`config.mk`:
```
export PLATFORM = sky130hd
export DESIGN_NAME = mips_decode_top
export DESIGN_NICKNAME = d
export VERILOG_FILES = /design/src/mips_isa_pkg.sv /design/src/mips_ctrl_pkg.sv /design/src/ctrl_if.sv /design/src/pc_counter.sv /design/src/hazard_fsm.sv /design/src/register_file.sv /design/src/control_unit.sv /design/src/instruction_decode.sv /design/src/mips_decode_top.sv
export VERILOG_INCLUDE_DIRS = /design/src
export SDC_FILE = /design/constraint.sdc
export NUM_CORES = 2
export LEC_CHECK = 0
export BUFFER_PORTS_ARGS = -buffer_cell sky130_fd_sc_hd__buf_2
export CAP_MARGIN = 20
export CORE_UTILIZATION = 55
export CTS_CLUSTER_DIAMETER = 120
export DETAILED_ROUTE_END_ITERATION = 8
export PLACE_DENSITY = 0.79
export SLEW_MARGIN = 25
export SYNTH_ARGS = -nofsm -noshare
export SYNTH_HDL_FRONTEND = slang
export SYNTH_SLANG_ARGS = --single-unit
export TNS_END_PERCENT = 1
```
`constraint.sdc`:
```
create_clock -name clk -period 2.35 [get_ports clk]
set_clock_uncertainty 0.1 [all_clocks]
set_input_delay 0.47 -clock clk [delete_from_list [all_inputs] [get_ports clk]]
set_output_delay 0.47 -clock clk [all_outputs]
set_load 0.01 [all_outputs]
```
`src/mips_params.svh`:
```
`ifndef MIPS_PARAMS_SVH
`define MIPS_PARAMS_SVH

// instruction and datapath width
`define NB_DATA     32

// register file geometry
`define NB_REG_ADDR 5
`define REG_COUNT   32

// first fetch address out of reset
`define PC_RESET    32'h0000_0000

`endif

```
`src/mips_isa_pkg.sv`:
```
`default_nettype none
`include "mips_params.svh"

package mips_isa_pkg;

    // instruction field types
    typedef logic [`NB_REG_ADDR-1:0] reg_addr_t;
    typedef logic [4:0]              shamt_t;
    typedef logic [15:0]             imm16_t;

    // primary opcode, instr[31:26]
    typedef enum logic [5:0] {
        OP_RTYPE = 6'h00,
        OP_J     = 6'h02,
        OP_BEQ   = 6'h04,
        OP_ADDI  = 6'h08,
        OP_ANDI  = 6'h0c,
        OP_ORI   = 6'h0d,
        OP_LB    = 6'h20,
        OP_LH    = 6'h21,
        OP_LW    = 6'h23,
        OP_SW    = 6'h2b
    } opcode_e;

    // r-type funct, instr[5:0]
    typedef enum logic [5:0] {
        F_SLL = 6'h00,  // also the nop encoding
        F_ADD = 6'h20,
        F_SUB = 6'h22,
        F_AND = 6'h24,
        F_OR  = 6'h25,
        F_SLT = 6'h2a
    } funct_e;

endpackage

`default_nettype wire

```
`src/mips_ctrl_pkg.sv`:
```
`default_nettype none

package mips_ctrl_pkg;

    // alu operation class, resolved further in ex
    typedef enum logic [1:0] {
        ALUOP_ADD   = 2'd0,
        ALUOP_SUB   = 2'd1,
        ALUOP_FUNCT = 2'd2,  // look at funct
        ALUOP_LOGIC = 2'd3   // andi / ori
    } alu_op_e;

    // second alu operand select
    typedef enum logic [1:0] {
        SRC_REG   = 2'd0,
        SRC_IMM   = 2'd1,
        SRC_SHAMT = 2'd2
    } alu_src_e;

    // load/store access size
    typedef enum logic [1:0] {
        W_WORD = 2'd0,
        W_HALF = 2'd1,
        W_BYTE = 2'd2
    } mem_width_e;

    typedef enum logic {
        HZ_RUN    = 1'b0,
        HZ_BUBBLE = 1'b1  // bubble just went into id/ex
    } hazard_state_e;

endpackage

`default_nettype wire

```
`src/ctrl_if.sv`:
```
`default_nettype none

// decoded control bundle, combinational and valid every cycle
interface ctrl_if import mips_ctrl_pkg::*; ();

    logic       jump;
    logic       branch;
    logic       reg_dst;     // write rd instead of rt
    logic       mem_to_reg;
    logic       mem_read;
    logic       mem_write;
    logic       imm_flag;    // instruction carries an immediate
    logic       sign_flag;   // sign-extend the immediate
    logic       reg_write;
    alu_src_e   alu_src;
    alu_op_e    alu_op;
    mem_width_e width;

    modport drive (
        output jump, branch, reg_dst, mem_to_reg, mem_read, mem_write,
        output imm_flag, sign_flag, reg_write, alu_src, alu_op, width
    );

    modport take (
        input  jump, branch, reg_dst, mem_to_reg, mem_read, mem_write,
        input  imm_flag, sign_flag, reg_write, alu_src, alu_op, width
    );

endinterface

`default_nettype wire

```
`src/pc_counter.sv`:
```
`default_nettype none
`include "mips_params.svh"

module pc_counter (
    input  logic                clk,
    input  logic                i_rst_n,
    input  logic                i_hold,   // external or load-use stall
    output logic [`NB_DATA-1:0] o_pc,
    output logic [`NB_DATA-1:0] o_pc4
);

    logic [`NB_DATA-1:0] pc_q;

    // sequential successor, also the link value
    assign o_pc4 = pc_q + (`NB_DATA)'(4);
    assign o_pc  = pc_q;

    always_ff @(posedge clk or negedge i_rst_n) begin
        if (!i_rst_n) begin
            pc_q <= `PC_RESET;
        end else if (!i_hold) begin
            pc_q <= o_pc4;
        end
    end

endmodule

`default_nettype wire

```
`src/hazard_fsm.sv`:
```
`default_nettype none
`include "mips_params.svh"

module hazard_fsm
    import mips_isa_pkg::*;
    import mips_ctrl_pkg::*;
(
    input  logic                clk,
    input  logic                i_rst_n,
    input  logic                i_freeze,       // downstream stall
    input  logic                i_ex_mem_read,  // load sitting in id/ex
    input  reg_addr_t           i_ex_rt,
    input  logic [`NB_DATA-1:0] i_if_instr,
    output logic                o_stall
);

    hazard_state_e state;
    hazard_state_e state_nxt;
    reg_addr_t     if_rs;
    reg_addr_t     if_rt;
    logic          load_use;

    assign if_rs = i_if_instr[25:21];
    assign if_rt = i_if_instr[20:16];

    // load target feeds the word being fetched
    assign load_use = i_ex_mem_read && (i_ex_rt != '0) &&
                      ((i_ex_rt == if_rs) || (i_ex_rt == if_rt));

    // held off while frozen so the stall is a single cycle
    assign o_stall = (state == HZ_RUN) && load_use && !i_freeze;

    always_comb begin
        state_nxt = state;
        case (state)
            HZ_RUN: begin
                if (o_stall) begin
                    state_nxt = HZ_BUBBLE;
                end
            end
            HZ_BUBBLE: begin
                if (!i_freeze) begin
                    state_nxt = HZ_RUN;  // never two bubbles back to back
                end
            end
            default: state_nxt = HZ_RUN;
        endcase
    end

    always_ff @(posedge clk or negedge i_rst_n) begin
        if (!i_rst_n) begin
            state <= HZ_RUN;
        end else begin
            state <= state_nxt;
        end
    end

endmodule

`default_nettype wire

```
`src/register_file.sv`:
```
`default_nettype none
`include "mips_params.svh"

module register_file
    import mips_isa_pkg::*;
(
    input  logic                clk,
    input  logic                i_rst_n,
    input  logic                i_we,
    input  reg_addr_t           i_wr_addr,
    input  logic [`NB_DATA-1:0] i_wr_data,
    input  reg_addr_t           i_rd_addr1,
    input  reg_addr_t           i_rd_addr2,
    output logic [`NB_DATA-1:0] o_rd_data1,
    output logic [`NB_DATA-1:0] o_rd_data2
);

    logic [`NB_DATA-1:0] regs [`REG_COUNT];
    logic                wr_live;

    assign wr_live = i_we && (i_wr_addr != '0);  // r0 writes dropped

    // r0 reads zero, same-cycle write is forwarded
    function automatic logic [`NB_DATA-1:0] read_port(input reg_addr_t addr);
        if (addr == '0) begin
            return '0;
        end
        if (wr_live && (addr == i_wr_addr)) begin
            return i_wr_data;
        end
        return regs[addr];
    endfunction

    always_comb begin
        o_rd_data1 = read_port(i_rd_addr1);
        o_rd_data2 = read_port(i_rd_addr2);
    end

    always_ff @(posedge clk or negedge i_rst_n) begin
        if (!i_rst_n) begin
            for (int i = 0; i < `REG_COUNT; i++) begin
                regs[i] <= '0;
            end
        end else if (wr_live) begin
            regs[i_wr_addr] <= i_wr_data;
        end
    end

endmodule

`default_nettype wire

```
`src/control_unit.sv`:
```
`default_nettype none

module control_unit
    import mips_isa_pkg::*;
    import mips_ctrl_pkg::*;
(
    input  opcode_e      i_opcode,
    input  funct_e       i_funct,
    ctrl_if.drive        ctrl
);

    always_comb begin
        // all-zero bundle unless a row below matches
        ctrl.jump       = 1'b0;
        ctrl.branch     = 1'b0;
        ctrl.reg_dst    = 1'b0;
        ctrl.mem_to_reg = 1'b0;
        ctrl.mem_read   = 1'b0;
        ctrl.mem_write  = 1'b0;
        ctrl.imm_flag   = 1'b0;
        ctrl.sign_flag  = 1'b0;
        ctrl.reg_write  = 1'b0;
        ctrl.alu_src    = SRC_REG;
        ctrl.alu_op     = ALUOP_ADD;
        ctrl.width      = W_WORD;

        case (i_opcode)
            OP_RTYPE: begin
                case (i_funct)
                    F_ADD, F_SUB, F_AND, F_OR, F_SLT, F_SLL: begin
                        ctrl.reg_dst   = 1'b1;
                        ctrl.reg_write = 1'b1;
                        ctrl.alu_op    = ALUOP_FUNCT;
                        if (i_funct == F_SLL) begin
                            ctrl.alu_src = SRC_SHAMT;  // shift amount from instr
                        end
                    end
                    default: ;
                endcase
            end
            OP_ADDI: begin
                ctrl.imm_flag  = 1'b1;
                ctrl.sign_flag = 1'b1;
                ctrl.reg_write = 1'b1;
                ctrl.alu_src   = SRC_IMM;
            end
            OP_ANDI, OP_ORI: begin
                ctrl.imm_flag  = 1'b1;  // zero-extended
                ctrl.reg_write = 1'b1;
                ctrl.alu_src   = SRC_IMM;
                ctrl.alu_op    = ALUOP_LOGIC;
            end
            OP_LB, OP_LH, OP_LW: begin
                ctrl.imm_flag   = 1'b1;
                ctrl.sign_flag  = 1'b1;
                ctrl.reg_write  = 1'b1;
                ctrl.mem_to_reg = 1'b1;
                ctrl.mem_read   = 1'b1;
                ctrl.alu_src    = SRC_IMM;
                ctrl.width      = (i_opcode == OP_LH) ? W_HALF :
                                  (i_opcode == OP_LB) ? W_BYTE : W_WORD;
            end
            OP_SW: begin
                ctrl.imm_flag  = 1'b1;
                ctrl.sign_flag = 1'b1;
                ctrl.mem_write = 1'b1;
                ctrl.alu_src   = SRC_IMM;
            end
            OP_BEQ: begin
                ctrl.branch    = 1'b1;
                ctrl.sign_flag = 1'b1;  // word offset
                ctrl.alu_op    = ALUOP_SUB;
            end
            OP_J: ctrl.jump = 1'b1;
            default: ;
        endcase
    end

endmodule

`default_nettype wire

```
`src/instruction_decode.sv`:
```
`default_nettype none
`include "mips_params.svh"

module instruction_decode
    import mips_isa_pkg::*;
    import mips_ctrl_pkg::*;
(
    input  logic                clk,
    input  logic                i_rst_n,
    input  logic [`NB_DATA-1:0] i_instruction,
    input  logic [`NB_DATA-1:0] i_pcounter4,
    input  logic                i_wb_we,
    input  reg_addr_t           i_wb_addr,
    input  logic [`NB_DATA-1:0] i_wb_data,
    input  logic                i_stall,   // freeze everything
    input  logic                i_bubble,  // load-use, insert nop
    output reg_addr_t           o_rs,
    output reg_addr_t           o_rt,
    output reg_addr_t           o_rd,
    output logic [`NB_DATA-1:0] o_reg_da,
    output logic [`NB_DATA-1:0] o_reg_db,
    output logic [`NB_DATA-1:0] o_immediate,
    output opcode_e             o_opcode,
    output shamt_t              o_shamt,
    output funct_e              o_func,
    output logic [25:0]         o_addr,    // jump target field
    output logic [`NB_DATA-1:0] o_pc4,
    output logic                o_jump,
    output logic                o_branch,
    output logic                o_reg_dst,
    output logic                o_mem_to_reg,
    output logic                o_mem_read,
    output logic                o_mem_write,
    output logic                o_imm_flag,
    output logic                o_sign_flag,
    output logic                o_reg_write,
    output alu_src_e            o_alu_src,
    output alu_op_e             o_alu_op,
    output mem_width_e          o_width
);

    reg_addr_t           rs;
    reg_addr_t           rt;
    imm16_t              imm;
    opcode_e             opcode;
    funct_e              funct;
    logic [`NB_DATA-1:0] rd_data1;
    logic [`NB_DATA-1:0] rd_data2;
    logic [`NB_DATA-1:0] imm_ext;

    ctrl_if ctrl ();

    assign rs     = i_instruction[25:21];
    assign rt     = i_instruction[20:16];
    assign imm    = i_instruction[15:0];
    assign opcode = opcode_e'(i_instruction[31:26]);
    assign funct  = funct_e'(i_instruction[5:0]);

    // andi/ori zero-extend
    assign imm_ext = ctrl.sign_flag ? {{(`NB_DATA-16){imm[15]}}, imm}
                                    : {{(`NB_DATA-16){1'b0}}, imm};

    register_file u_regs (
        .clk        (clk),
        .i_rst_n    (i_rst_n),
        .i_we       (i_wb_we),
        .i_wr_addr  (i_wb_addr),
        .i_wr_data  (i_wb_data),
        .i_rd_addr1 (rs),
        .i_rd_addr2 (rt),
        .o_rd_data1 (rd_data1),
        .o_rd_data2 (rd_data2)
    );

    control_unit u_ctrl (
        .i_opcode (opcode),
        .i_funct  (funct),
        .ctrl     (ctrl)
    );

    // control half of id/ex
    always_ff @(posedge clk or negedge i_rst_n) begin
        if (!i_rst_n) begin
            o_jump       <= 1'b0;
            o_branch     <= 1'b0;
            o_reg_dst    <= 1'b0;
            o_mem_to_reg <= 1'b0;
            o_mem_read   <= 1'b0;
            o_mem_write  <= 1'b0;
            o_imm_flag   <= 1'b0;
            o_sign_flag  <= 1'b0;
            o_reg_write  <= 1'b0;
            o_alu_src    <= SRC_REG;
            o_alu_op     <= ALUOP_ADD;
            o_width      <= W_WORD;
        end else if (!i_stall) begin
            o_jump       <= ctrl.jump & ~i_bubble;
            o_branch     <= ctrl.branch & ~i_bubble;
            o_reg_dst    <= ctrl.reg_dst & ~i_bubble;
            o_mem_to_reg <= ctrl.mem_to_reg & ~i_bubble;
            o_mem_read   <= ctrl.mem_read & ~i_bubble;
            o_mem_write  <= ctrl.mem_write & ~i_bubble;
            o_imm_flag   <= ctrl.imm_flag & ~i_bubble;
            o_sign_flag  <= ctrl.sign_flag & ~i_bubble;
            o_reg_write  <= ctrl.reg_write & ~i_bubble;
            o_alu_src    <= i_bubble ? SRC_REG : ctrl.alu_src;
            o_alu_op     <= i_bubble ? ALUOP_ADD : ctrl.alu_op;
            o_width      <= i_bubble ? W_WORD : ctrl.width;
        end
    end

    // payload half, a bubble becomes sll r0,r0,0
    always_ff @(posedge clk) begin
        if (!i_stall) begin
            o_rs        <= i_bubble ? '0 : rs;
            o_rt        <= i_bubble ? '0 : rt;
            o_rd        <= i_bubble ? '0 : i_instruction[15:11];
            o_reg_da    <= i_bubble ? '0 : rd_data1;
            o_reg_db    <= i_bubble ? '0 : rd_data2;
            o_immediate <= i_bubble ? '0 : imm_ext;
            o_opcode    <= i_bubble ? OP_RTYPE : opcode;
            o_shamt     <= i_bubble ? '0 : i_instruction[10:6];
            o_func      <= i_bubble ? F_SLL : funct;
            o_addr      <= i_bubble ? '0 : i_instruction[25:0];
            o_pc4       <= i_bubble ? '0 : i_pcounter4;
        end
    end

endmodule

`default_nettype wire

```
`src/mips_decode_top.sv`:
```
`default_nettype none
`include "mips_params.svh"

module mips_decode_top
    import mips_isa_pkg::*;
    import mips_ctrl_pkg::*;
(
    input  logic                clk,
    input  logic                i_rst_n,
    input  logic [`NB_DATA-1:0] i_instr,         // word at o_pc, same cycle
    input  logic                i_stall,
    input  logic                i_wb_we,
    input  reg_addr_t           i_wb_addr,
    input  logic [`NB_DATA-1:0] i_wb_data,
    output logic [`NB_DATA-1:0] o_pc,
    output logic                o_hazard_stall,
    output reg_addr_t           o_rs,
    output reg_addr_t           o_rt,
    output reg_addr_t           o_rd,
    output logic [`NB_DATA-1:0] o_reg_da,
    output logic [`NB_DATA-1:0] o_reg_db,
    output logic [`NB_DATA-1:0] o_immediate,
    output opcode_e             o_opcode,
    output shamt_t              o_shamt,
    output funct_e              o_func,
    output logic [25:0]         o_addr,
    output logic [`NB_DATA-1:0] o_pc4,
    output logic                o_jump,
    output logic                o_branch,
    output logic                o_reg_dst,
    output logic                o_mem_to_reg,
    output logic                o_mem_read,
    output logic                o_mem_write,
    output logic                o_imm_flag,
    output logic                o_sign_flag,
    output logic                o_reg_write,
    output alu_src_e            o_alu_src,
    output alu_op_e             o_alu_op,
    output mem_width_e          o_width
);

    logic                pc_hold;
    logic [`NB_DATA-1:0] pc4;

    assign pc_hold = i_stall | o_hazard_stall;  // refetch same pc

    pc_counter u_pc (
        .clk     (clk),
        .i_rst_n (i_rst_n),
        .i_hold  (pc_hold),
        .o_pc    (o_pc),
        .o_pc4   (pc4)
    );

    // watches the load currently in id/ex
    hazard_fsm u_hazard (
        .clk           (clk),
        .i_rst_n       (i_rst_n),
        .i_freeze      (i_stall),
        .i_ex_mem_read (o_mem_read),
        .i_ex_rt       (o_rt),
        .i_if_instr    (i_instr),
        .o_stall       (o_hazard_stall)
    );

    instruction_decode u_decode (
        .*,
        .i_instruction (i_instr),
        .i_pcounter4   (pc4),
        .i_bubble      (o_hazard_stall)
    );

endmodule

`default_nettype wire

```
==> results.json <==
{
  "drt-vias-per-instance": 6.95,
  "dr.pass1.iters": 8,
  "hold_violations": 0,
  "dpl.hpwl_um": 129000,
  "core_region_area_um2": 111000,
  "start_util_pct": 55.8,
  "port_buffers": 302,
  "slowest_delay_ns": 0.39,
  "cp_num_buf_inv": 4,
  "fin_crit_sh_pct": 129,
  "ys_seq_elements": 1195,
  "cts_sinks": 1195,
  "hold_path.class": "in -> reg",
  "vias": 43900,
  "synthArstFlopShare_pct": 89.4,
  "root_buffer": "clkbuf_16",
  "yosysUniqueCellTypes": 60,
  "cts_buffers": 121,
  "cp-end-kind": "primary output",
  "ir_worst_vdd_mv": 0.683,
  "hold_ws_ns": 0.0489,
  "hold_depth": 2,
  "cp_max_fo": 3,
  "grt_pass1_wl_um": 298000,
  "period_needed_ns": 3.03,
  "gp_congestion": 0.934,
  "violations": "negative setup slack",
  "synthCells": 4288,
  "ys_top_cells_by_count": "dfrtp_1 (1,068), mux2_2 (1,025), mux4_2 (428)",
  "multi_input_area_um2": 29400,
  "first_iter_violations": 5107,
  "status": "complete, but fails checks",
  "yosysWarnings": 0,
  "cp_cell_sequence": "buf_6, xor2_2, nor3_2, a22oi_2, or3_4, inv_4, buf_6, buf_6",
  "avgSynthCellArea_um2": 14.5,
  "worstMarginPinSlew_ns": 0.879,
  "drc_errors": 0,
  "fillers": 7563,
  "netlist_area_um2": 62200,
  "synth_top_area_share_pct": 43.0,
  "cts_tree": "yes",
  "path_class": "reg -> out",
  "rsz0062_at_grt": "true",
  "synth_edf_count": 127,
  "syn2layout_area_growth_pct": 17.8,
  "ios": 307,
  "die_y_um": 338,
  "routed_wirelength_um": 201000,
  "largestRegisters": "u_decode.u_regs.regs (1024), u_decode.o_reg_da (32), u_decode.o_reg_db (32)",
  "maxSlewViolCount": 0,
  "arrival_ns": 2.46,
  "ys.flop_type": "dfrtp_1",
  "drive_gt1_share_pct": 52.2,
  "path_delay_family": "simple AND/OR/NAND/NOR gates",
  "fmax_mhz": 330,
  "p_leak_nw": 32.1,
  "r2r.worst_path.cells": 10,
  "cts.clk_slew.worst_paths_ns": 0.06,
  "die_area_um2": 114000,
  "startpoint_type": "flip-flop",
  "crit_cells": 8,
  "core.rowCount": 122,
  "largest_reg_flops": 1024,
  "ys_seq_area_share_pct": 49.1,
  "final_cells": 6314,
  "ant_nets": 0,
  "fp.dieW_um": 338,
  "gr-total-overflow": 0,
  "finalWorstSetupSlack_ns": -0.676,
  "max_cap_viol_count": 0,
  "slowest_stage": "edfxtp_1",
  "finalSetupViolations": 93,
  "insertion_delay_ns": 0.73,
  "yosysMostFrequentCell": "dfrtp_1",
  "path_common_cell": "buf_6",
  "yosysTopAreaCell": "dfrtp_1",
  "grt_pass1_vias": 44900,
  "largest_register": "u_decode.u_regs.regs",
  "grt_start_max_net_pins": 103,
  "track_usage_pct": 35.0,
  "dp.cells": 6055,
  "fin_nets": 4789,
  "maxSlewHeadroom_pct": 41.3,
  "power_density_nw_per_um2": 810,
  "clockBufferDepth": 3,
  "ff_latch_area_um2": 30500,
  "synth.area.top_cells": "dfrtp_1 (43%), mux2_2 (19%), mux4_2 (16%), edfxtp_1 (6.1%), mux2i_1 (4.0%)",
  "routedWlPerCell_um": 31.8,
  "crit_required_ns": 1.78,
  "htree_levels": 3,
  "antenna_found_initial": 17
}
## cells in the final DEF (no fill, tap or decap), types with 16 or more instances in the layout
cell type and count:
a211oi_1 27, a21oi_1 76, a221oi_1 128, a32o_1 32
and2_1 31, buf_12 147, buf_2 291, buf_4 352
clkbuf_1 29, clkbuf_16 122, clkbuf_8 31, clkinv_2 27
dfrtp_1 1068, dlygate4sd3_1 21, edfxtp_1 127, mux2_2 1024
mux2i_1 246, mux4_2 428, nand2_1 115, nand2_2 16
nor2_1 94, nor2_4 16, nor3_1 20, o2111ai_1 31
o21ai_0 40, o221ai_1 16, o22ai_1 23, xnor2_1 20
xor2_1 52
## stage by stage
stage                     setup WS [ns]  util, %  area (um^2)  TNS, ns  total power, mW
after floorplan                  -0.987        -        62200  -105.17             35.4
after global placement           -0.456     61.9        68900   -35.41             39.2
after detailed placement         -0.466     61.9        68900   -43.54             39.9
after CTS                        -0.673     65.7        73200   -12.91             59.2
after global routing             -0.703     65.7        73300   -18.54             61.4
final                            -0.676     65.8        73300   -17.01             59.3
## worst register-to-register path: stages, from the launching register on
cell	delay, ns
edfxtp_1	0.39
buf_6	0.15
buf_4	0.15
or4_4	0.42
o21ai_2	0.15
or3_4	0.17
inv_4	0.04
buf_4	0.13
nor3b_4	0.30
buf_12	0.27
a32o_1	0.23
## final cells by class
cell class / count / area share (%)
Multi-Input combinational cell: 2564 / 40.2
Clock buffer: 182 / 4.90
Sequential cell: 1195 / 41.7
Tap cell: 1488 / 2.54
Antenna cell: 6 / 0.0205
Clock inverter: 46 / 0.524
Timing Repair Buffer: 823 / 10.1
Inverter: 10 / 0.0598
## per-layer routing
| layer | vias up | share of wire, % | global-route usage (%) |
|---|---|---|---|
| li1 | 17300 | - | - |
| met1 | 22900 | 36 | 44.5 |
| met2 | 2979 | 46 | 54.2 |
| met3 | 750 | 11 | 9.73 |
| met4 | 20 | 6.6 | 20.0 |
| met5 | - | 0.063 | 0 |
## power breakdown
| group | switching (mW) | internal (mW) | total [mW] |
|---|---|---|---|
| Combinational | 5.17 | 7.21 | 12.4 |
| Clock | 8.46 | 10.9 | 19.3 |
| Sequential | 2.92 | 24.7 | 27.6 |
## logic make-up after synthesis
kind of cell               count (synthesis)  synth area share, %
muxes                                   1699                 38.0
DFF                                     1195                 49.1
buffers and inverters                    532                 4.02
AOI/OAI and AO/OA                        402                 4.85
and+or+nand+nor                          385                 2.94
xor gates and xnor gates                  73                 1.03
adders and majority gates                  1               0.0201
other                                      1              0.00603
## what timing repair did
| action | in CTS | in global routing |
|---|---|---|
| pin swaps | 9 | 7 |
| setup endpoints to repair | 154 | 120 |
| setup buffers | 4 | 0 |
| gates resized for setup | 12 | 9 |
| hold buffers | 21 | 0 |
| endpoints found under the hold margin | 323 | 0 |
## path summary, 6_finish.rpt
kind / startpoint / end / slack, ns
setup / recovery: u_decode.o_addr[20] / o_hazard_stall / -0.68
hold / removal: i_instr[26] / u_decode.o_width[0] / 0.05
setup reg to reg: u_decode.o_addr[20] / u_decode.o_reg_db[13] / -0.29
hold reg to reg: u_decode.u_regs.regs[1006] / u_decode.u_regs.regs[1006] / 0.30
max in group asynchronous: i_rst_n / u_decode.u_regs.regs[654] / 1.06
min in group asynchronous: i_rst_n / u_decode.u_regs.regs[736] / 0.14
No activity file was read; power rests on OpenSTA's default activity.
